--- config.mk ---
export PLATFORM = sky130hd
export DESIGN_NAME = wb_merge
export DESIGN_NICKNAME = d
export VERILOG_FILES = /design/src/design/dual_issue_pkg.sv /design/src/design/wb_merge.sv
export SDC_FILE = /design/constraint.sdc
export NUM_CORES = 1
export LEC_CHECK = 0
export BUFFER_PORTS_ARGS = -buffer_cell sky130_fd_sc_hd__buf_2
export CORE_AREA = 2 2 154 156
export DETAILED_ROUTE_END_ITERATION = 12
export DIE_AREA = 0 0 156 158
export GPL_ROUTABILITY_DRIVEN = 0
export SETUP_SLACK_MARGIN = 0.1
export SLEW_MARGIN = 20
export SYNTH_ARGS = -nofsm -noshare
export SYNTH_HDL_FRONTEND = slang
export SYNTH_SLANG_ARGS = --single-unit
--- constraint.sdc ---
create_clock -name vclk -period 1.2
set_input_delay 0.18 -clock vclk [all_inputs]
set_output_delay 0.18 -clock vclk [all_outputs]
set_load 0.05 [all_outputs]
--- src/design/dual_issue_pkg.sv ---
package dual_issue_pkg;

    localparam int unsigned xlen        = 32;
    localparam int unsigned num_regs    = 32;
    localparam int unsigned reg_addr_w  = 5;
    localparam int unsigned issue_width = 2;   // Slots per decoded pair.
    localparam int unsigned uop_w       = 4;

    // Micro-op codes understood by the execute lanes.
    localparam logic [uop_w-1:0] uop_add = 4'h0;
    localparam logic [uop_w-1:0] uop_sub = 4'h1;
    localparam logic [uop_w-1:0] uop_and = 4'h2;
    localparam logic [uop_w-1:0] uop_or  = 4'h3;
    localparam logic [uop_w-1:0] uop_xor = 4'h4;
    localparam logic [uop_w-1:0] uop_sll = 4'h5;
    localparam logic [uop_w-1:0] uop_srl = 4'h6;
    localparam logic [uop_w-1:0] uop_lui = 4'h7;

    // One decoded instruction as handed over by decode.
    typedef struct packed {
        logic                  valid;
        logic                  excp;    // Exception flag, only carried to retire.
        logic [uop_w-1:0]      uop;
        logic                  use_imm;
        logic [reg_addr_w-1:0] rd;
        logic [reg_addr_w-1:0] rj;
        logic [reg_addr_w-1:0] rk;
        logic [xlen-1:0]       imm;
        logic [xlen-1:0]       pc;
    } issue_slot_t;

    // Slot 0 sits in the low bits.
    typedef issue_slot_t [issue_width-1:0] issue_pair_t;

    // Operands already read, as one lane consumes them.
    typedef struct packed {
        logic                  valid;
        logic                  excp;
        logic [uop_w-1:0]      uop;
        logic [reg_addr_w-1:0] rd;
        logic [xlen-1:0]       src1;
        logic [xlen-1:0]       src2;
        logic [xlen-1:0]       pc;
    } lane_op_t;

    typedef struct packed {
        logic                  valid;
        logic                  we;      // Set only without exception and with rd nonzero.
        logic [reg_addr_w-1:0] rd;
        logic [xlen-1:0]       data;
        logic [xlen-1:0]       pc;
    } result_t;

endpackage

--- src/design/wb_merge.sv ---
`timescale 1ns/1ps

module wb_merge (
    input  dual_issue_pkg::result_t               res0,
    input  dual_issue_pkg::result_t               res1,
    input  logic                                  out_allowin,
    output logic                                  we0,
    output logic                                  we1,
    output logic [dual_issue_pkg::reg_addr_w-1:0] waddr0,
    output logic [dual_issue_pkg::reg_addr_w-1:0] waddr1,
    output logic [dual_issue_pkg::xlen-1:0]       wdata0,
    output logic [dual_issue_pkg::xlen-1:0]       wdata1,
    output logic [dual_issue_pkg::num_regs-1:0]   pending,
    output dual_issue_pkg::result_t               out_res0,
    output dual_issue_pkg::result_t               out_res1
);

    logic wr0;
    logic wr1;
    logic same_rd;

    assign wr1     = res1.valid && res1.we;
    assign same_rd = res0.rd == res1.rd;

    // Slot 0 loses a shared destination, so the file's port order does not matter.
    assign wr0 = res0.valid && res0.we && !(wr1 && same_rd);

    // Writes land only on the edge where the results retire.
    assign we0    = wr0 && out_allowin;
    assign we1    = wr1 && out_allowin;
    assign waddr0 = res0.rd;
    assign waddr1 = res1.rd;
    assign wdata0 = res0.data;
    assign wdata1 = res1.data;

    // Results stalled at retire still owe their writes, and readers must wait.
    always_comb begin
        pending = '0;
        if (!out_allowin) begin
            if (res0.valid && res0.we)
                pending[res0.rd] = 1'b1;
            if (wr1)
                pending[res1.rd] = 1'b1;
        end
    end

    assign out_res0 = res0;
    assign out_res1 = res1;

endmodule

=== After elaboration in Yosys (flattened, before gate mapping) ===
Index checks and enable logic that the tools add are counted.

* Bits in registers: 0
* Word-level logic and storage cells: 23

* Order comparisons: 4
* Equality and inequality tests: 1
* Mux-type cells: 8
* Bitwise gates (word level): 1
* Reduce and logical (&&, ||, !) cells: 9

{| class="wikitable"
|+ Operator list
! kind !! count
|-
| 2-to-1 mux 32 bit || 4
|-
| bitwise OR 32 bit || 1
|-
| < comparator 5 x 6 -> 1 bit, second input constant || 2
|-
| demux 1 bit (select 5 bit) || 2
|-
| >= comparator 5 x 1 -> 1 bit, second input constant || 2
|-
| logical AND 1 bit || 8
|-
| == test 5 bit || 1
|-
| 2-to-1 mux 1 bit || 2
|-
| zero test 1 bit || 1
|}

=== Logic depth before layout (Yosys ltp) ===
Gate-level depths: netlist of the first run.

* Depth in word-level cells: 9
* Depth in mapped cells: 4

=== Least setup slack after synthesis of the first run ===
OpenSTA, ideal clock, no wires.

* Path type: input to output
* Start point: input port res1[66] (netlist name)
* End point: output port we0
* Arrival: 1.480 ns
* Data required time: 1.020 ns
* Slack: -0.460 ns
* Cell stages on the path: 4
* Path buffers: 1
* Path through: buf_4 xor2_1 nor4_2 a41oi_1

* Word-level cells in the longest chain between the ends: 5

{| class="wikitable"
|+ Ends and longest elaborated chain
! element !! line !! source
|-
| start, declared || wb_merge.sv:5 || <nowiki>input dual_issue_pkg::result_t res1,</nowiki>
|-
| == test 5 bit || wb_merge.sv:23 || <nowiki>assign same_rd = res0.rd == res1.rd;</nowiki>
|-
| logical AND 1 bit || wb_merge.sv:26 || <nowiki>assign wr0 = res0.valid && res0.we && !(wr1 && same_rd);</nowiki>
|-
| zero test 1 bit || wb_merge.sv:26 ||
|-
| logical AND 1 bit || wb_merge.sv:26 ||
|-
| logical AND 1 bit || wb_merge.sv:29 || <nowiki>assign we0 = wr0 && out_allowin;</nowiki>
|-
| end, declared || wb_merge.sv:7 || <nowiki>output logic we0,</nowiki>
|}

No other way between the ends.

=== Final worst setup path of the first run ===
* Start point: input port res0[65] (netlist name)
* End point: output port pending[25] (netlist name)

* Word-level cells in the longest chain between the ends: 9
* Elaborated cells on any way between the ends: 10

{| class="wikitable"
|+ Ends and longest elaborated chain
! element !! line !! source
|-
| start, declared || wb_merge.sv:4 || <nowiki>input dual_issue_pkg::result_t res0,</nowiki>
|-
| < comparator 5 x 6 -> 1 bit (not written as such) or >= comparator 5 x 1 -> 1 bit (tied branches) || wb_merge.sv:41 || <nowiki>pending[res0.rd] = 1'b1;</nowiki>
|-
| logical AND 1 bit (not written as such) || wb_merge.sv:41 ||
|-
| 2-to-1 mux 1 bit (not written as such) || wb_merge.sv:41 ||
|-
| demux 1 bit (select 5 bit) (*) || wb_merge.sv:41 ||
|-
| 2-to-1 mux 32 bit (*) || wb_merge.sv:40 || <nowiki>if (res0.valid && res0.we)</nowiki>
|-
| 2-to-1 mux 32 bit (*) || wb_merge.sv:39 || <nowiki>if (!out_allowin) begin</nowiki>
|-
| bitwise OR 32 bit (no source line) || n/a ||
|-
| 2-to-1 mux 32 bit (*) || wb_merge.sv:42 || <nowiki>if (wr1)</nowiki>
|-
| 2-to-1 mux 32 bit (*) || wb_merge.sv:39 ||
|-
| end, declared || wb_merge.sv:13 || <nowiki>output logic [dual_issue_pkg::num_regs-1:0] pending,</nowiki>
|}

Every way passes the cells marked *; elsewhere a longest branch is shown, timed or not. The select of a mux whose other input is x is not followed.

==> impl_metrics.toml, run 1 <==
[outcome]
status = "complete, but fails checks"
violations = "negative setup slack"

[worst_setup_path]
required_ns = 1.02
cp.arrival_ns = 1.19
startpoint_type = "input pin"
cp_max_fo = 6
endpoint_kind = "output pin"
critical_path_class = "in2out"

[synthesis]
syn_area_per_cell_um2 = 7.47
yosysMostFrequentCell = "buf_4"
synth_area_um2 = 2470
synth.top_cell.area_share = 0.671
yosys-top-cells-area = "buf_4, a22oi_1, nor2_1, buf_6, nor3b_4"
netlist_instances = 331
ys_seq_area_frac = 0
synth_cell_types = 21
synth_nets = 474
synth_top_cell_by_area = "buf_4"
ys_top_cells_by_count = "buf_4, nor2_1, a22oi_1"
synth-warning-count = 0

[placed_design]
dpl.hpwl_um = 7730
port_buffers = 73
place_area_um2 = 2370

[hold_path]
hp-class = "in2out"
hold_start = "res0[11]"
min_to = "out_res0[11]"
holdPathStages = 0

[finish]
seqCellArea_um2 = 0
multi_input_area_um2 = 1190
nClkBuffers = 0
design_area_um2 = 2950
drive_gt1_frac = 0.962
nFlopsAndLatches = 0
area_growth_pct = 19.2
fillers = 2566
layout.nets = 358
diodes = 0

[clock_network]
ctsHoldBuffers = 0

[drt]
wl_per_cell_um = 19.3
viasPerCell = 3.11
totalWireLength_um = 9700
firstDrtPassIters = 4
num_vias = 1563
drt_iter0_drc = 52
route.detailed.drc = 0
ant_nets = 0

[flow_run]
cap_violations = 0

[global_routing]
grt_pass1_vias = 1613
antenna_found_initial = 0
grt_pass1_wl_um = 12600
grt_remaining_overflow = 0
grt_use_total = 0.0706
grt_max_degree = 26

[floorplanning]
die_y_um = 158
placeableCoreArea_um2 = 23100
rows = 56
initial_core_util = 0.107
die_area_um2 = 24600
io_pins = 393
die_x_um = 156

[power]
power.density_nw_per_um2 = 259
p_leak_uw = 0.000964
peakVddDrop_mv = 0.215
total_power_uw = 764

[timing]
slew_viol_final = 0
hold_violations = 0
worstMarginPinSlew_ns = 0.311
finalCritPeriodShare = 1.14
fin_setup_tns_ns = -3.88
fmax_mhz = 732
setup_viol = 32
fin_crit_ns = 1.37
slew_headroom = 0.792
worst_slack_ns = -0.166
rsz0062_at_grt = "yes"
-- through the flow --
| step | hold slack (ns) | setup WS [ns] | utilization | cells |
|---|---|---|---|---|
| 3_5_place_dp | 0.360 | -0.347 | 0.103 | 490 |
| 5_1_grt | 0.360 | -0.203 | 0.128 | 503 |
| 6_report | 0.360 | -0.166 | 0.128 | 503 |
| 2_1_floorplan | 0.527 | -0.00569 | - | 331 |
| 3_3_place_gp | 0.360 | -0.336 | 0.103 | 490 |
| 4_1_cts | 0.360 | -0.202 | 0.123 | 498 |
-- report_power, final --
group	internal, uW	switching, uW	leakage [uW]	total (uW)
sequential	0	0	0	0
clock	0	0	0	0
combinational	303	461	0.000964	764
total	303	461	0.000964	764
-- cells in the final DEF (no fill, tap or decap), drive strengths merged --
cell type and count:
and3 3, nor2 32, xor2 4, nand3 1, clkbuf 1, xnor2 1
a22oi 32, nor4 1, a41oi 1, nor3b 6, and3b 6, and4bb 2
nor3 2, buf 115, and4 2, and4b 4
-- worst max-delay path, stage by stage --
cell	delay (ns)
buf_8	0.10
and4b_4	0.41
buf_6	0.14
a22oi_2	0.09
nor2_4	0.12
buf_12	0.14
-- kinds of logic after synthesis --
kind of cell | after synthesis | share of synthesized area
and+or+nand+nor | 59 | 0.164
AOI/OAI and AO/OA | 33 | 0.105
xor gates and xnor gates | 5 | 0.0177
buffers and inverters | 234 | 0.713
-- layout make-up --
| cell class | instances | area share |
|---|---|---|
| multi-input combinational | 97 | 0.406 |
| timing repair buffer | 116 | 0.471 |
| tap | 290 | 0.123 |
-- metal layers --
metal / GRT usage / up-vias / wire length, um
li1: - / 632 / -
met1: 0.0572 / 659 / 2490
met2: 0.116 / 183 / 4550
met3: 0.0539 / 89 / 1850
met4: 0.0537 / 0 / 817
met5: 0 / - / 0
-- how the worst max path moves through the flow --
stage / startpoint / depth (start not counted) / slack [ns] / endpoint
after CTS: res1[65] / 6 / -0.20 / pending[9]
after floorplan: res0[68] / 4 / -0.006 / we0
after global routing: res1[66] / 6 / -0.20 / pending[18]
after global placement: res1[65] / 6 / -0.34 / pending[9]
final: res0[65] / 6 / -0.17 / pending[25]
after detailed placement: res1[65] / 6 / -0.35 / pending[9]
-- what timing repair did --
action / 4_1_cts / 5_1_grt
cloned: 0 / 1
resized for setup: 113 / 13
pin swaps: 51 / 32
setup endpoints to repair: 33 / 33
buffers inserted: 8 / 4
Power figures use the tool's default switching activity.
==> run 2, diff against run 1 <==
--- a/config.mk
+++ b/config.mk
@@ -10,5 +10,4 @@
 export DETAILED_ROUTE_END_ITERATION = 12
 export DIE_AREA = 0 0 156 158
-export GPL_ROUTABILITY_DRIVEN = 0
 export SETUP_SLACK_MARGIN = 0.1
 export SLEW_MARGIN = 20
==> constraint.sdc (replaced) <==
create_clock -name vclk -period 1.2
set_input_delay 0.12 -clock vclk [all_inputs]
set_output_delay 0.12 -clock vclk [all_outputs]
set_load 0.05 [all_outputs]
==> impl_metrics.toml, run 2 (synthesized netlist as in run 1, its figures left out) <==
[power]
peakVddDrop_mv = 0.166
power.density_nw_per_um2 = 266
power_frac_seq = 0
p_leak_uw = 0.000917
switching_share = 0.603
power.clock.fraction = 0
net-switching-power_uw = 441
internal-power_uw = 290
comb_power_share = 1.000

[clock_network]
ctsHoldBuffers = 0

[worst_setup_path]
cp.arrival_ns = 1.11
critical_path_class = "in2out"
startpoint_type = "input pin"
endpoint_kind = "output pin"
required_ns = 1.08
cp_max_fo = 11

[timing]
fin_crit_ns = 1.23
finalCritPeriodShare = 1.03
fmax_mhz = 812
setup_viol = 4
hold_violations = 0
slew_headroom = 0.803
rsz0062_at_grt = "yes"
slew_viol_final = 0
worst_slack_ns = -0.0312
fin_setup_tns_ns = -0.0486
worstMarginPinSlew_ns = 0.295

[floorplanning]
die_area_um2 = 24600
io_pins = 393
die_y_um = 158
rows = 56
placeableCoreArea_um2 = 23100
die_x_um = 156
initial_core_util = 0.107

[finish]
fillers = 2596
instances_no_fill = 494
layout_commonest_cell = "buf_12"
diodes = 0
post-route-util = 0.119
drive_gt1_frac = 0.941
nFlopsAndLatches = 0
area_growth_pct = 11.2
layout_common_cells = "buf_12, a22oi_2, buf_2, buf_4, nor2_2"
nClkBuffers = 0
seqCellArea_um2 = 0
layout.nets = 349

[global_routing]
grt_use_total = 0.0708
grt_pass1_wl_um = 12500
grt_max_degree = 25
grt_pass1_vias = 1702
antenna_found_initial = 0
grt_remaining_overflow = 0

[drt]
drt_iter0_drc = 34
num_vias = 1523
firstDrtPassIters = 4
viasPerCell = 3.08
ant_nets = 0
totalWireLength_um = 9520
wl_per_cell_um = 19.3
route.detailed.drc = 0

[placed_design]
port_buffers = 73
dpl.hpwl_um = 7580
dp_cells = 486
routabilityCongestion = 0.656

[flow_run]
cap_violations = 0

[outcome]
violations = "negative setup slack"
status = "complete, but fails checks"

[hold_path]
hp-class = "in2out"
==> run 2: final cells by class <==
class / instances / area, um2 / area share
Tap cell: 290 / 363 / 0.132
Timing Repair Buffer: 107 / 1320 / 0.479
Multi-Input combinational cell: 97 / 1070 / 0.389
==> run 2: worst max-delay path, stage by stage <==
cell and delay (ns):
buf_6 0.14, buf_4 0.15, nor3b_4 0.26, a22oi_1 0.13, nor2_2 0.15, buf_12 0.15
==> run 2: metal layers <==
metal / vias to the layer above / track usage / routed length, um
met5: - / 0 / 0
met4: 0 / 0.0616 / 763
met3: 82 / 0.0517 / 1760
met2: 185 / 0.112 / 4410
met1: 646 / 0.0591 / 2580
li1: 610 / - / -
==> run 2: final timing paths <==
check                     from           end  slack, ns  cells after the start
worst max-delay path  res0[66]   pending[19]      -0.03                      6
worst min-delay path  res1[12]  out_res1[12]       0.24                      0
==> run 2: power groups by stage <==
stage	Clock [uW]	Combinational, uW	Sequential [uW]
finish	0	731	0
global route	0	771	0
CTS	0	723	0
detailed placement	0	592	0
global placement	0	588	0
floorplan	0	2160	0
==> run 2: what timing repair did <==
item / in CTS / in global routing
setup endpoints to repair: 33 / 33
resized for setup: 90 / 15
endpoints found under the hold margin: 0 / 0
buffers inserted: 6 / 1
cloned: 1 / 0
pin swaps: 34 / 32
==> run 2: stage by stage <==
| stage | total power [uW] | area, um2 | setup WS (ns) | hold slack [ns] |
|---|---|---|---|---|
| floorplan | 2160 | 2620 | 0.0159 | 0.407 |
| global placement | 588 | 2240 | -0.124 | 0.240 |
| detailed placement | 592 | 2240 | -0.138 | 0.240 |
| CTS | 723 | 2670 | -0.0360 | 0.240 |
| global route | 771 | 2750 | -0.0891 | 0.240 |
| finish | 731 | 2750 | -0.0312 | 0.240 |
==> run 3, diff against run 2 <==
==> constraint.sdc (replaced) <==
create_clock -name vclk -period 1.4
set_input_delay 0.07 -clock vclk [all_inputs]
set_output_delay 0.07 -clock vclk [all_outputs]
set_load 0.05 [all_outputs]
==> impl_metrics.toml, run 3 (synthesized netlist as in run 1, its figures left out) <==
[outcome]
status = "completed"

[floorplanning]
rows = 56
placeableCoreArea_um2 = 23100
io_pins = 393
die_area_um2 = 24600
die_x_um = 156
die_y_um = 158
initial_core_util = 0.107

[worst_setup_path]
startpoint_type = "input pin"
critical_path_class = "in2out"
required_ns = 1.33
critPathLaunch = "res0[65]"
cp_max_fo = 7
cp.arrival_ns = 1.16
endpoint_kind = "output pin"

[global_routing]
use_met2 = 0.101
grt_pass1_vias = 1467
busiest_layer = "met2"
grt_util_met1 = 0.0548
grt_pass1_wl_um = 11300
grt_use_met3 = 0.0463
grt_use_total = 0.0647
grt_max_degree = 35
grt_remaining_overflow = 0
antenna_found_initial = 0

[timing]
fin_crit_ns = 1.23
setup_viol = 0
slew_headroom = 0.800
fmax_mhz = 815
worstMarginPinSlew_ns = 0.300
fin_setup_tns_ns = 0
worst_slack_ns = 0.173
slew_viol_final = 0
timing.hold.ws_ns = 0.140
hold_violations = 0
rsz0062_at_grt = "no"
finalCritPeriodShare = 0.877

[finish]
seqCellArea_um2 = 0
multi_input_area_um2 = 791
nFlopsAndLatches = 0
layout.nets = 328
layout_commonest_cell = "buf_2"
diodes = 0
area_growth_pct = -26.0
layout_common_cells = "buf_2, a22oi_1, nor2_2, nor2_1, buf_12"
instances_no_fill = 473
drive_gt1_frac = 0.656
fillers = 2683
nClkBuffers = 0
post-route-util = 0.0794

[hold_path]
hold_start = "res1[10]"
hp-class = "in2out"

[power]
switching_share = 0.723
p_leak_uw = 0.000684
comb_power_share = 1.000
net-switching-power_uw = 324
peakVddDrop_mv = 0.163
power.clock.fraction = 0
power_frac_seq = 0
power.density_nw_per_um2 = 245
internal-power_uw = 124

[drt]
totalWireLength_um = 8770
ant_nets = 0
route.detailed.drc = 0
drt_iter0_drc = 84
viasPerCell = 3.12
firstDrtPassIters = 4
num_vias = 1475
wl_per_cell_um = 18.5

[placed_design]
pre_cts_slack_ns = -0.0235
routabilityCongestion = 0.672
dpl.hpwl_um = 7140
port_buffers = 73
dp_cells = 473

[flow_run]
cap_violations = 0

[clock_network]
cts_setup_buffers = 0
## run 3: changes by cell type in the layout (fill, tap and decap cells not counted), sizes merged
cell / change
buf: -26
clkbuf: +6
bufbuf: -1
## run 3: final timing paths
kind	end	depth (start not counted)
setup / recovery	pending[21]	6
hold / removal	out_res1[10]	0
## run 3: per-layer routing
metal,vias to the layer above,wire length (um)
met2,195,3890
met5,-,0
met1,623,2370
met4,0,841
met3,88,1660
li1,569,-
## run 3: worst max-delay path, stage by stage
cell and delay (ns):
buf_2 0.14, and4b_1 0.31, buf_4 0.18, a22oi_1 0.10, nor2_2 0.09, buf_2 0.26
## run 3: cell type report
cell class                 instances  area share
multi-input combinational         97       0.432
timing repair buffer              86       0.370
tap                              290       0.198
## run 3: timing repair
| item | in CTS | in global routing |
|---|---|---|
| pin swaps | 0 | 4 |
| setup endpoints to repair | 4 | 20 |
| hold buffers | 0 | 0 |
| gates resized for setup | 6 | 17 |
## run 3: power by group through the flow
| stage | Combinational (uW) | Clock, uW | Sequential, uW |
|---|---|---|---|
| global placement | 444 | 0 | 0 |
| CTS | 449 | 0 | 0 |
| global route | 478 | 0 | 0 |
| finish | 449 | 0 | 0 |
| detailed placement | 443 | 0 | 0 |
| floorplan | 1830 | 0 | 0 |
## run 3: per-stage QoR
step	cell area [um2]	total power (uW)
final	1830	449
after global routing	1830	478
after CTS	1780	449
after detailed placement	1770	443
after global placement	1770	444
after floorplan	2520	1830
