===== config.mk =====
export PLATFORM = sky130hd
export DESIGN_NAME = alu_lane
export DESIGN_NICKNAME = d
export VERILOG_FILES = /design/src/design/dual_issue_pkg.sv /design/src/design/alu_lane.sv
export SDC_FILE = /design/constraint.sdc
export NUM_CORES = 1
export LEC_CHECK = 0
export BUFFER_PORTS_ARGS = -buffer_cell sky130_fd_sc_hd__buf_2
export CAP_MARGIN = 25
export CORE_AREA = 2 2 159 114
export CTS_BUF_LIST = sky130_fd_sc_hd__clkbuf_2 sky130_fd_sc_hd__clkbuf_4 sky130_fd_sc_hd__clkbuf_8
export DETAILED_ROUTE_END_ITERATION = 10
export DIE_AREA = 0 0 161 116
export PLACE_DENSITY_LB_ADDON = 0.12
export SETUP_SLACK_MARGIN = 0.5
export SKIP_CTS_REPAIR_TIMING = 1
export SLEW_MARGIN = 5
export SYNTH_ARGS = -nofsm -noshare
export SYNTH_HDL_FRONTEND = slang
export SYNTH_SLANG_ARGS = --single-unit

===== constraint.sdc =====
create_clock -name clk -period 2.14 [get_ports clk]
set_clock_uncertainty 0.1 [all_clocks]
set_input_delay 0.107 -clock clk [delete_from_list [all_inputs] [get_ports clk]]
set_output_delay 0.107 -clock clk [all_outputs]
set_load 0.01 [all_outputs]

===== src/design/dual_issue_pkg.sv =====
package dual_issue_pkg;

    localparam int unsigned xlen        = 32;
    localparam int unsigned num_regs    = 32;
    localparam int unsigned reg_addr_w  = 5;
    localparam int unsigned issue_width = 2;   // Slots per decoded pair.
    localparam int unsigned uop_w       = 4;

    // Micro-op codes understood by the execute lanes.
    localparam logic [uop_w-1:0] uop_add = 4'h0;
    localparam logic [uop_w-1:0] uop_sub = 4'h1;
    localparam logic [uop_w-1:0] uop_and = 4'h2;
    localparam logic [uop_w-1:0] uop_or  = 4'h3;
    localparam logic [uop_w-1:0] uop_xor = 4'h4;
    localparam logic [uop_w-1:0] uop_sll = 4'h5;
    localparam logic [uop_w-1:0] uop_srl = 4'h6;
    localparam logic [uop_w-1:0] uop_lui = 4'h7;

    // One decoded instruction as handed over by decode.
    typedef struct packed {
        logic                  valid;
        logic                  excp;    // Exception flag, only carried to retire.
        logic [uop_w-1:0]      uop;
        logic                  use_imm;
        logic [reg_addr_w-1:0] rd;
        logic [reg_addr_w-1:0] rj;
        logic [reg_addr_w-1:0] rk;
        logic [xlen-1:0]       imm;
        logic [xlen-1:0]       pc;
    } issue_slot_t;

    // Slot 0 sits in the low bits.
    typedef issue_slot_t [issue_width-1:0] issue_pair_t;

    // Operands already read, as one lane consumes them.
    typedef struct packed {
        logic                  valid;
        logic                  excp;
        logic [uop_w-1:0]      uop;
        logic [reg_addr_w-1:0] rd;
        logic [xlen-1:0]       src1;
        logic [xlen-1:0]       src2;
        logic [xlen-1:0]       pc;
    } lane_op_t;

    typedef struct packed {
        logic                  valid;
        logic                  we;      // Set only without exception and with rd nonzero.
        logic [reg_addr_w-1:0] rd;
        logic [xlen-1:0]       data;
        logic [xlen-1:0]       pc;
    } result_t;

endpackage


===== src/design/alu_lane.sv =====
`timescale 1ns/1ps

module alu_lane (
    input  logic                     clk,
    input  logic                     rst_n,
    input  dual_issue_pkg::lane_op_t op,
    input  logic                     go,
    input  logic                     out_allowin,
    output dual_issue_pkg::result_t  res
);

    logic [dual_issue_pkg::xlen-1:0] alu_out;
    logic [4:0]                      shamt;
    dual_issue_pkg::result_t         res_d;
    dual_issue_pkg::result_t         res_q;
    logic                            vld_q;

    always_comb begin
        shamt = op.src2[4:0];
        case (op.uop)
            dual_issue_pkg::uop_add: alu_out = op.src1 + op.src2;
            dual_issue_pkg::uop_sub: alu_out = op.src1 - op.src2;
            dual_issue_pkg::uop_and: alu_out = op.src1 & op.src2;
            dual_issue_pkg::uop_or:  alu_out = op.src1 | op.src2;
            dual_issue_pkg::uop_xor: alu_out = op.src1 ^ op.src2;
            dual_issue_pkg::uop_sll: alu_out = op.src1 << shamt;
            dual_issue_pkg::uop_srl: alu_out = op.src1 >> shamt;
            dual_issue_pkg::uop_lui: alu_out = op.src2 << 12;
            default:                 alu_out = '0;
        endcase
    end

    always_comb begin
        res_d.valid = op.valid;
        res_d.we    = op.valid && !op.excp && op.rd != '0;
        res_d.rd    = op.rd;
        res_d.data  = alu_out;
        res_d.pc    = op.pc;
    end

    // With out_allowin low the lane holds; otherwise it takes a result or a bubble.
    always_ff @(posedge clk or negedge rst_n) begin
        if (!rst_n)
            vld_q <= 1'b0;
        else if (out_allowin)
            vld_q <= go && op.valid;
    end

    always_ff @(posedge clk) begin
        if (go && out_allowin)
            res_q <= res_d;
    end

    always_comb begin
        res       = res_q;
        res.valid = vld_q;
        res.we    = vld_q && res_q.we;
    end

    a_hold_stable: assert property (@(posedge clk) disable iff (!rst_n)
        (res.valid && !out_allowin) |=> $stable(res));

endmodule


==> key figures, run 1 <==
Timing
  • Worst Endpoint after GRT Repair: res[60]$_DFFE_PP_/D
  • Worst endpoint type: register input

Outcome
  • First Err: [ERROR GRT-0232] Routing congestion too high. Check the congestion heatmap in the GUI.
  • Stage reached: global routing
  • Outcome: did not finish

Synth
  • Synth Register Bits: 71
  • Post-synthesis sequential area ratio: 19.8%
  • Synth Flop Type: edfxtp_1
  • Yosys top cell by area: edfxtp_1
  • Synth top area cells: edfxtp_1, mux4_2, ha_1
  • Yosys top cell area share: 19.5%
  • Distinct cells, synth: 80
  • Mapped Area: 10800 um^2
  • Ys Warns: 0
  • Syn Nets: 1456
  • Post-synth EDFFs: 70
  • Syn_area_per_cell: 8.63 um^2
  • Ys async rst share: 1.41%
  • Cell count after synthesis: 1247

Clock network
  • Num CTS Buffers: 9
  • Root Buffer: clkbuf_8
  • Clk buf depth: 2
  • H-tree levels: 3
  • Num Clock Sinks: 71

Die
  • Die X: 161 um
  • Vert. Die Dim: 116 um
  • I/O Pins: 182
  • Starting Density: 63.3%
  • Row count: 40

GRT
  • Largest net degree at the start of global routing: 83
  • GRT Util Overall: 75.9%
  • Gr ovfl total: 21

Place
  • Post-detail-place hpwl: 35900 um
  • Placed Instances: 1864
  • IO Port Bufs: 181
  • Final GP Congestion: 1.13
-- layer usage --
metal  global-route usage (%)  overflow
met1                     75.9         0
met2                     92.8         9
met3                     62.0         1
met4                     73.3        11
met5                     36.4         0
-- cells in the mapped netlist, types with 5 or more instances --
cell type  count
a211o_1        7
or4_1          8
nand3_1       16
o221ai_1      14
buf_4         76
buf_1         10
o22ai_1       16
o21ai_1       18
and2_1         7
buf_2         14
mux2i_1       52
a21oi_1       86
mux4_2        54
a31oi_1       15
o21ai_0       67
a22oi_1       16
nor3_1        24
a211oi_1      14
o31ai_1       10
nand4_1       10
clkbuf_1      41
a221o_1        7
a21o_1         6
nand2_1       83
inv_1         74
nor2b_1        5
o211ai_1      20
nand2b_1      12
xnor2_1       39
xor2_1        12
or3_1          8
mux2_2        15
ha_1          97
nor4_1         8
a311o_1        6
a221oi_1      13
edfxtp_1      70
nor2_1       121
-- per-stage QoR --
stage	worst slack (ns)	area [um^2]	util, %	setup TNS [ns]
after CTS	-1.13	14300	83.8	-26.45
after detailed placement	-1.53	14100	82.7	-38.50
after global placement	-1.44	14100	82.7	-35.83
after floorplan	-1.24	11200	-	-25.01
-- cell families after synthesis --
group           synth area share, %
compound gates                 21.9
xor+xnor                       4.15
fa+ha+maj                      11.5
buf+inv                        11.0
flops                          19.8
mux                            17.7
simple gates                   14.0
==> run 2: changes to the inputs <==
--- a/config.mk
+++ b/config.mk
@@ -7,12 +7,10 @@
 export LEC_CHECK = 0
 export BUFFER_PORTS_ARGS = -buffer_cell sky130_fd_sc_hd__buf_2
 export CAP_MARGIN = 25
-export CORE_AREA = 2 2 159 114
-export CTS_BUF_LIST = sky130_fd_sc_hd__clkbuf_2 sky130_fd_sc_hd__clkbuf_4 sky130_fd_sc_hd__clkbuf_8
+export CORE_AREA = 2 2 168 170
 export DETAILED_ROUTE_END_ITERATION = 10
-export DIE_AREA = 0 0 161 116
-export PLACE_DENSITY_LB_ADDON = 0.12
-export SETUP_SLACK_MARGIN = 0.5
+export DIE_AREA = 0 0 170 172
+export PLACE_DENSITY_LB_ADDON = 0.15
 export SKIP_CTS_REPAIR_TIMING = 1
 export SLEW_MARGIN = 5
 export SYNTH_ARGS = -nofsm -noshare
==> run 2 against run 1 <==
  * The flow now finishes, with violations (setup timing)
  * Synthesized cell count unchanged
  * Synthesized area unchanged
==> key figures, run 2 <==
Outcome
  • Outcome: complete, but fails checks (was did not finish)
  • Violated checks: setup timing

Die
  • I/O Pins: 182 (unchanged)
  • Total Die Area: 29200 um^2
  • Die X: 170 um (was 161 um)
  • Row count: 61 (was 40)
  • Core area: 27500 um^2
  • Vert. Die Dim: 172 um (was 116 um)
  • Starting Density: 39.2% (was 63.3%)

Drt
  • 1st-pass router iterations: 5
  • Routed wire length: 47700 um
  • Via density: 5.83
  • DR DRC count: 0
  • Vias: 12.1k
  • Met1 WL: 20300 um
  • Initial DRC Count: 1223
  • DR WL met2: 21600 um
  • ANT nets after route: 0
  • Post-DR wirelength/cell: 23.0 um
  • Met3 routed WL: 3860 um
  • Uppermost layer routed: met5

Final layout
  • Final net count: 1936
  • Antenna Cells: 0
  • Layout cells sized above 1: 46.6%
  • Final instance area: 16000 um^2
  • Most common cell after layout, fill and taps aside: buf_4
  • Most frequent cells in the layout: buf_4, buf_2, nor2_1
  • Area Overhead vs Synth: 48.8%
  • Fill cell count: 2501
  • Number of flip-flops in the largest register: 69

Clock network
  • CTS tree: done
  • Num CTS Buffers: 9 (unchanged)
  • H-tree levels: 3 (unchanged)
  • Root Buffer: clkbuf_16 (was clkbuf_8)
  • Clk buf depth: 2 (unchanged)
  • Skew-Pair Late Insertion Delay: 0.33 ns
  • Num Clock Sinks: 71 (unchanged)
  • Worst-path clk slew: 0.06 ns

Critical path
  • R2R cell count: 3
  • Crit-path cells: buf_8 -> or4_4 -> nor4_4 -> nand2_2 -> nor2_4 -> a41oi_2 -> xnor2_1 -> ha_2 -> nand4_1 -> nor2_1 -> nand2_1 -> o211ai_1 -> a211oi_1 -> a211oi_1 -> o21ai_1
  • Reg2reg setup slack: 0.85 ns
  • Crit path kind: input port to register
  • Startpoint Class: input port
  • Worst setup EP type: register
  • Critical path required time: 2.12 ns
  • CP peak stage delay: 0.57 ns
  • Max FO, Critical Path: 5
  • Reg-to-Reg Start: vld_q
  • Arrival time at the worst endpoint: 3.27 ns
  • Most Frequent Cell on Critical Path: a211oi_1
  • CP max stage cell: or4_4
  • Reg2Reg Capture Point: vld_q

Timing
  • RSZ-0062 raised after global routing: yes
  • Hold_ws: 0.0960 ns
  • Final cycle utilization of the critical path: 154%
  • Final setup viols: 32
  • Setup ws final: -1.16 ns
  • Worst Max-Slew Pin Slew: 0.918 ns
  • Final Hold Viols: 0
  • Fmax: 303 MHz
  • Min Tclk post-route: 3.30 ns
  • Max Slew Vio Count: 0
  • Max-slew headroom: 38.8%

Synth
  • Cell count after synthesis: 1247 (unchanged)
  • Ys Warns: 0 (unchanged)
  • Synth top cells by count: nor2_1, ha_1, a21oi_1 (unchanged)
  • Count leader, synth: nor2_1 (unchanged)
  • Mux cell area share after synthesis: 17.7% (unchanged)
  • Syn Nets: 1456 (unchanged)
  • Post-synthesis compound-gate area fraction: 21.9% (unchanged)
  • Syn_area_per_cell: 8.63 um^2 (unchanged)
  • Synth Register Bits: 71 (unchanged)
  • Synth top area cells: edfxtp_1, mux4_2, ha_1 (unchanged)
  • Mapped Area: 10800 um^2 (unchanged)
  • Xor and xnor area share after synthesis: 4.15% (unchanged)
  • Ys async rst share: 1.41% (unchanged)
  • Post-synth EDFFs: 70 (unchanged)
  • Synth Flop Type: edfxtp_1 (unchanged)
  • Simple-Gate Fraction of Synth Area: 14.0% (unchanged)
  • Distinct cells, synth: 80 (unchanged)
  • Post-synthesis sequential area ratio: 19.8% (unchanged)
  • Largest family of logic cells by synthesized area: compound AO/OA/AOI/OAI gates (unchanged)
  • Yosys top cell area share: 19.5% (unchanged)
  • Yosys top cell by area: edfxtp_1 (unchanged)
  • Synth Area in Adders: 11.5% (unchanged)

Power and ir drop
  • Power, Total: 6.97 mW
  • P per Cell Area: 435 nW/um^2
  • VDD IR max: 389 uV
  • Leak: 7.06 nW

GRT
  • Largest net degree at the start of global routing: 84
  • Initial antenna violation count: 1
  • GRT Util Overall: 30.9%
  • First-pass GRT wire length: 67500 um
  • Gr ovfl total: 0
  • Number of global-route vias before repair: 11.2k

Worst hold path
  • Min-Delay Path Depth: 2
  • Worst Hold Class: input port to register
  • Worst Min Path Start: op[106]
  • Min-Delay Endpoint: res_q[69]

Place
  • Post-detail-place hpwl: 37800 um (was 35900 um)
  • Final GP Congestion: 1.00 (was 1.13)
  • IO Port Bufs: 181 (unchanged)
  • Dpl cell area: 14400 um^2 (was 14100 um^2)

Flow run
  • Max Cap Viol: 0
-- run 2: metal layers --
layer	vias to the layer above	GRT usage, %
met2	573	49.8
li1	5596	-
met4	2	12.0
met1	5847	41.7
met5	-	0
met3	98	4.92
-- run 2: layout make-up --
type	count	area, um^2	share of cell area (%)
flip-flops and latches	71	2130	13.3
well taps	346	433	2.70
inverters	79	304	1.90
repair buffers	615	4560	28.5
multi-input cells	951	8310	51.9
clock inverters	7	60.1	0.375
clock buffers	9	225	1.41
-- run 2: power by group --
group          internal, mW  leakage [nW]  switching [mW]
Combinational          1.82          6.28            2.03
Sequential             1.66         0.644          0.0246
Clock                 0.805         0.131           0.634
-- run 2: how the worst max path moves through the flow --
stage	from	to	slack [ns]	depth (start not counted)
3_3_place_gp	op[32]	res[53]	-1.59	16
5_1_grt	op[32]	res[56]	-1.25	15
2_1_floorplan	op[34]	res[60]	-1.24	16
4_1_cts	op[32]	res[53]	-1.22	16
3_5_place_dp	op[32]	res[53]	-1.58	16
6_report	op[32]	res[56]	-1.16	15
-- run 2: kinds of logic (layout without fill, tap and decap cells) --
logic type | count (synthesis) | after routing
xor gates and xnor gates | 51 | 51
buffers and inverters | 225 | 710
adders and majority gates | 98 | 98
muxes | 121 | 121
and+or+nand+nor | 323 | 323
AOI/OAI and AO/OA | 358 | 358
DFF | 71 | 71
-- run 2: worst max-delay path: cells and delay by family --
family / cells / cell delay, ns
AOI/OAI and AO/OA: 5 / 0.96
and+or+nand+nor: 7 / 1.55
buffers and inverters: 1 / 0.10
xor gates and xnor gates: 1 / 0.15
adders and majority gates: 1 / 0.40
-- run 2: per-stage QoR --
step / worst slack [ns] / instances / util (%) / TNS [ns]
after floorplan: -1.24 / 1247 / - / -24.95
after global placement: -1.59 / 1999 / 52.4 / -39.55
after detailed placement: -1.58 / 1999 / 52.4 / -40.45
after CTS: -1.22 / 2015 / 53.5 / -29.36
after global routing: -1.25 / 2078 / 58.3 / -26.99
final: -1.16 / 2078 / 58.3 / -24.12
Note: power is estimated with default switching activity, not from simulation.
==> run 3: changes to the inputs <==
--- a/config.mk
+++ b/config.mk
@@ -12,6 +12,7 @@
 export DIE_AREA = 0 0 170 172
 export PLACE_DENSITY_LB_ADDON = 0.15
 export SKIP_CTS_REPAIR_TIMING = 1
+export SKIP_LAST_GASP = 1
 export SLEW_MARGIN = 5
 export SYNTH_ARGS = -nofsm -noshare
 export SYNTH_HDL_FRONTEND = slang
==> run 3 against run 2 <==
  * The flow still finishes with violations (setup timing)
  * Critical path type unchanged
  * Die area stayed put
  * Count of clock-buffer cells in the layout stayed put
  * Flip-flop and latch count stayed put
  * Routed wire length hardly changed
==> key figures, run 3 (same netlist as run 2, synthesis figures left out) <==
Critical path
  • CP peak stage delay: 0.57 ns (about the same)
  • Reg2Reg Capture Point: vld_q (unchanged)
  • R2R cell count: 3 (unchanged)
  • Reg-to-Reg Start: vld_q (unchanged)
  • Worst setup EP type: register (unchanged)
  • Critical Path Source: op[32] (unchanged)
  • Critical path required time: 2.11 ns (was 2.12 ns)
  • Startpoint Class: input port (unchanged)
  • Max FO, Critical Path: 5 (unchanged)
  • Crit path capture: res[52] (was res[56])
  • Reg2reg setup slack: 0.85 ns (about the same)
  • Arrival time at the worst endpoint: 3.28 ns (was 3.27 ns)
  • Crit-path cells: buf_8 -> or4_4 -> nor4_4 -> nand2_2 -> nor2_4 -> a41oi_2 -> xnor2_1 -> ha_2 -> nand4_1 -> nor2_1 -> nand2_1 -> o211ai_1 -> xor2_1 -> a221o_1 (was buf_8 -> or4_4 -> nor4_4 -> nand2_2 -> nor2_4 -> a41oi_2 -> xnor2_1 -> ha_2 -> nand4_1 -> nor2_1 -> nand2_1 -> o211ai_1 -> a211oi_1 -> a211oi_1 -> o21ai_1)
  • Crit path kind: input port to register (unchanged)
  • CP max stage cell: or4_4 (unchanged)

Timing
  • Setup ws final: -1.17 ns (was -1.16 ns)
  • Fmax: 302 MHz (was 303 MHz)
  • Final setup viols: 32 (unchanged)
  • Worst Max-Slew Pin Slew: 0.910 ns (was 0.918 ns)
  • Final cycle utilization of the critical path: 155% (was 154%)
  • Hold_ws: 0.0969 ns (was 0.0960 ns)
  • RSZ-0062 raised after global routing: yes (unchanged)
  • Max Slew Vio Count: 0 (unchanged)
  • Final Hold Viols: 0 (unchanged)
  • Max-slew headroom: 39.3% (was 38.8%)
  • Min Tclk post-route: 3.31 ns (was 3.30 ns)

Clock network
  • Clk buf depth: 2 (unchanged)
  • Num CTS Buffers: 9 (unchanged)
  • Root Buffer: clkbuf_16 (unchanged)
  • CTS tree: done (unchanged)
  • Skew-Pair Late Insertion Delay: 0.33 ns (about the same)
  • Num Clock Sinks: 71 (unchanged)
  • Worst-path clk slew: 0.06 ns (about the same)
  • H-tree levels: 3 (unchanged)

Die
  • Core area: 27500 um^2 (unchanged)
  • Starting Density: 39.2% (unchanged)
  • Total Die Area: 29200 um^2 (unchanged)
  • Die X: 170 um (unchanged)
  • Vert. Die Dim: 172 um (unchanged)
  • Row count: 61 (unchanged)
  • I/O Pins: 182 (unchanged)

GRT
  • GR Layer Usage met2: 49.8% (unchanged)
  • Number of global-route vias before repair: 11.2k (unchanged)
  • Busiest grt layer: met2 (unchanged)
  • Gr ovfl total: 0 (unchanged)
  • Largest net degree at the start of global routing: 84 (unchanged)
  • Met1 usage: 41.7% (unchanged)
  • First-pass GRT wire length: 67500 um (unchanged)
  • Met3 usage: 4.92% (unchanged)
  • GRT Util Overall: 30.9% (unchanged)
  • Initial antenna violation count: 1 (unchanged)

Final layout
  • Antenna Cells: 0 (unchanged)
  • Layout cells sized above 1: 46.5% (was 46.6%)
  • Number of flip-flops in the largest register: 69 (unchanged)
  • Most common cell after layout, fill and taps aside: buf_4 (unchanged)
  • Final net count: 1936 (unchanged)
  • Post-Route Utilization: 58.3% (about the same)
  • Most frequent cells in the layout: buf_4, buf_2, nor2_1 (unchanged)
  • Area Overhead vs Synth: 48.7% (was 48.8%)

Outcome
  • Violated checks: setup timing (unchanged)
  • Outcome: complete, but fails checks (unchanged)

Drt
  • 1st-pass router iterations: 5 (unchanged)
  • Post-DR wirelength/cell: 23.0 um (about the same)
  • Vias: 12.2k (was 12.1k)
  • ANT nets after route: 0 (unchanged)
  • Routed wire length: 47700 um (about the same)
  • DR DRC count: 0 (unchanged)
  • Initial DRC Count: 1179 (was 1223)
  • Via density: 5.87 (was 5.83)

Power and ir drop
  • VDD IR max: 388 uV (was 389 uV)
  • P per Cell Area: 436 nW/um^2 (was 435 nW/um^2)
  • Leak: 7.06 nW (about the same)

Worst hold path
  • Min-Delay Path Depth: 2 (unchanged)
  • Worst Hold Class: input port to register (unchanged)

Flow run
  • Max Cap Viol: 0 (unchanged)

Place
  • Final GP Congestion: 1.00 (unchanged)
  • Post-detail-place hpwl: 37800 um (unchanged)
  • IO Port Bufs: 181 (unchanged)
[run 3: changes by cell type in the layout (fill, tap and decap cells not counted)]
| cell | change |
|---|---|
| a211oi_1 | +1 |
| a211oi_2 | -1 |
[run 3: worst min path at each step]
stage | end | slack (ns) | from
global route | res_q[69] | 0.09 | op[106]
CTS | vld_q | -0.57 | rst_n
global placement | vld_q | -0.22 | rst_n
detailed placement | vld_q | -0.22 | rst_n
finish | res_q[69] | 0.1 | op[106]
floorplan | vld_q | -0.29 | rst_n
[run 3: cell type report]
class                   count  area (um^2)
clock inverters             7         60.1
fillers                  2502        11500
inverters                  79          304
multi-input cells         951         8300
clock buffers               9          225
well taps                 346          433
repair buffers            615         4560
flip-flops and latches     71         2130
[run 3: where the power goes]
group	internal (mW)	switching (mW)	total, mW
Combinational	1.82	2.03	3.85
Sequential	1.66	0.0245	1.68
Clock	0.805	0.633	1.44
[run 3: critical path, delay by kind of cell]
family,cells,cell delay [ns]
xor gates and xnor gates,2,0.27
adders and majority gates,1,0.40
and+or+nand+nor,7,1.54
buffers and inverters,1,0.10
AOI/OAI and AO/OA,3,0.84
[run 3: metal layers]
metal	routed length, um	vias up	part of all wire, %
met5	16	-	0.034
met4	2000	2	4.2
met3	3780	108	7.9
met2	21700	567	45
met1	20300	5918	42
li1	-	5601	-
[run 3: metrics by stage]
stage	total power, mW	TNS [ns]	setup WS, ns	area, um^2	cells
4_1_cts	6.54	-29.36	-1.22	14700	2015
3_3_place_gp	5.06	-39.55	-1.59	14400	1999
2_1_floorplan	3.57	-24.95	-1.24	11200	1247
5_1_grt	7.30	-27.10	-1.25	16000	2078
6_report	6.97	-23.89	-1.17	16000	2078
3_5_place_dp	5.08	-40.45	-1.58	14400	1999
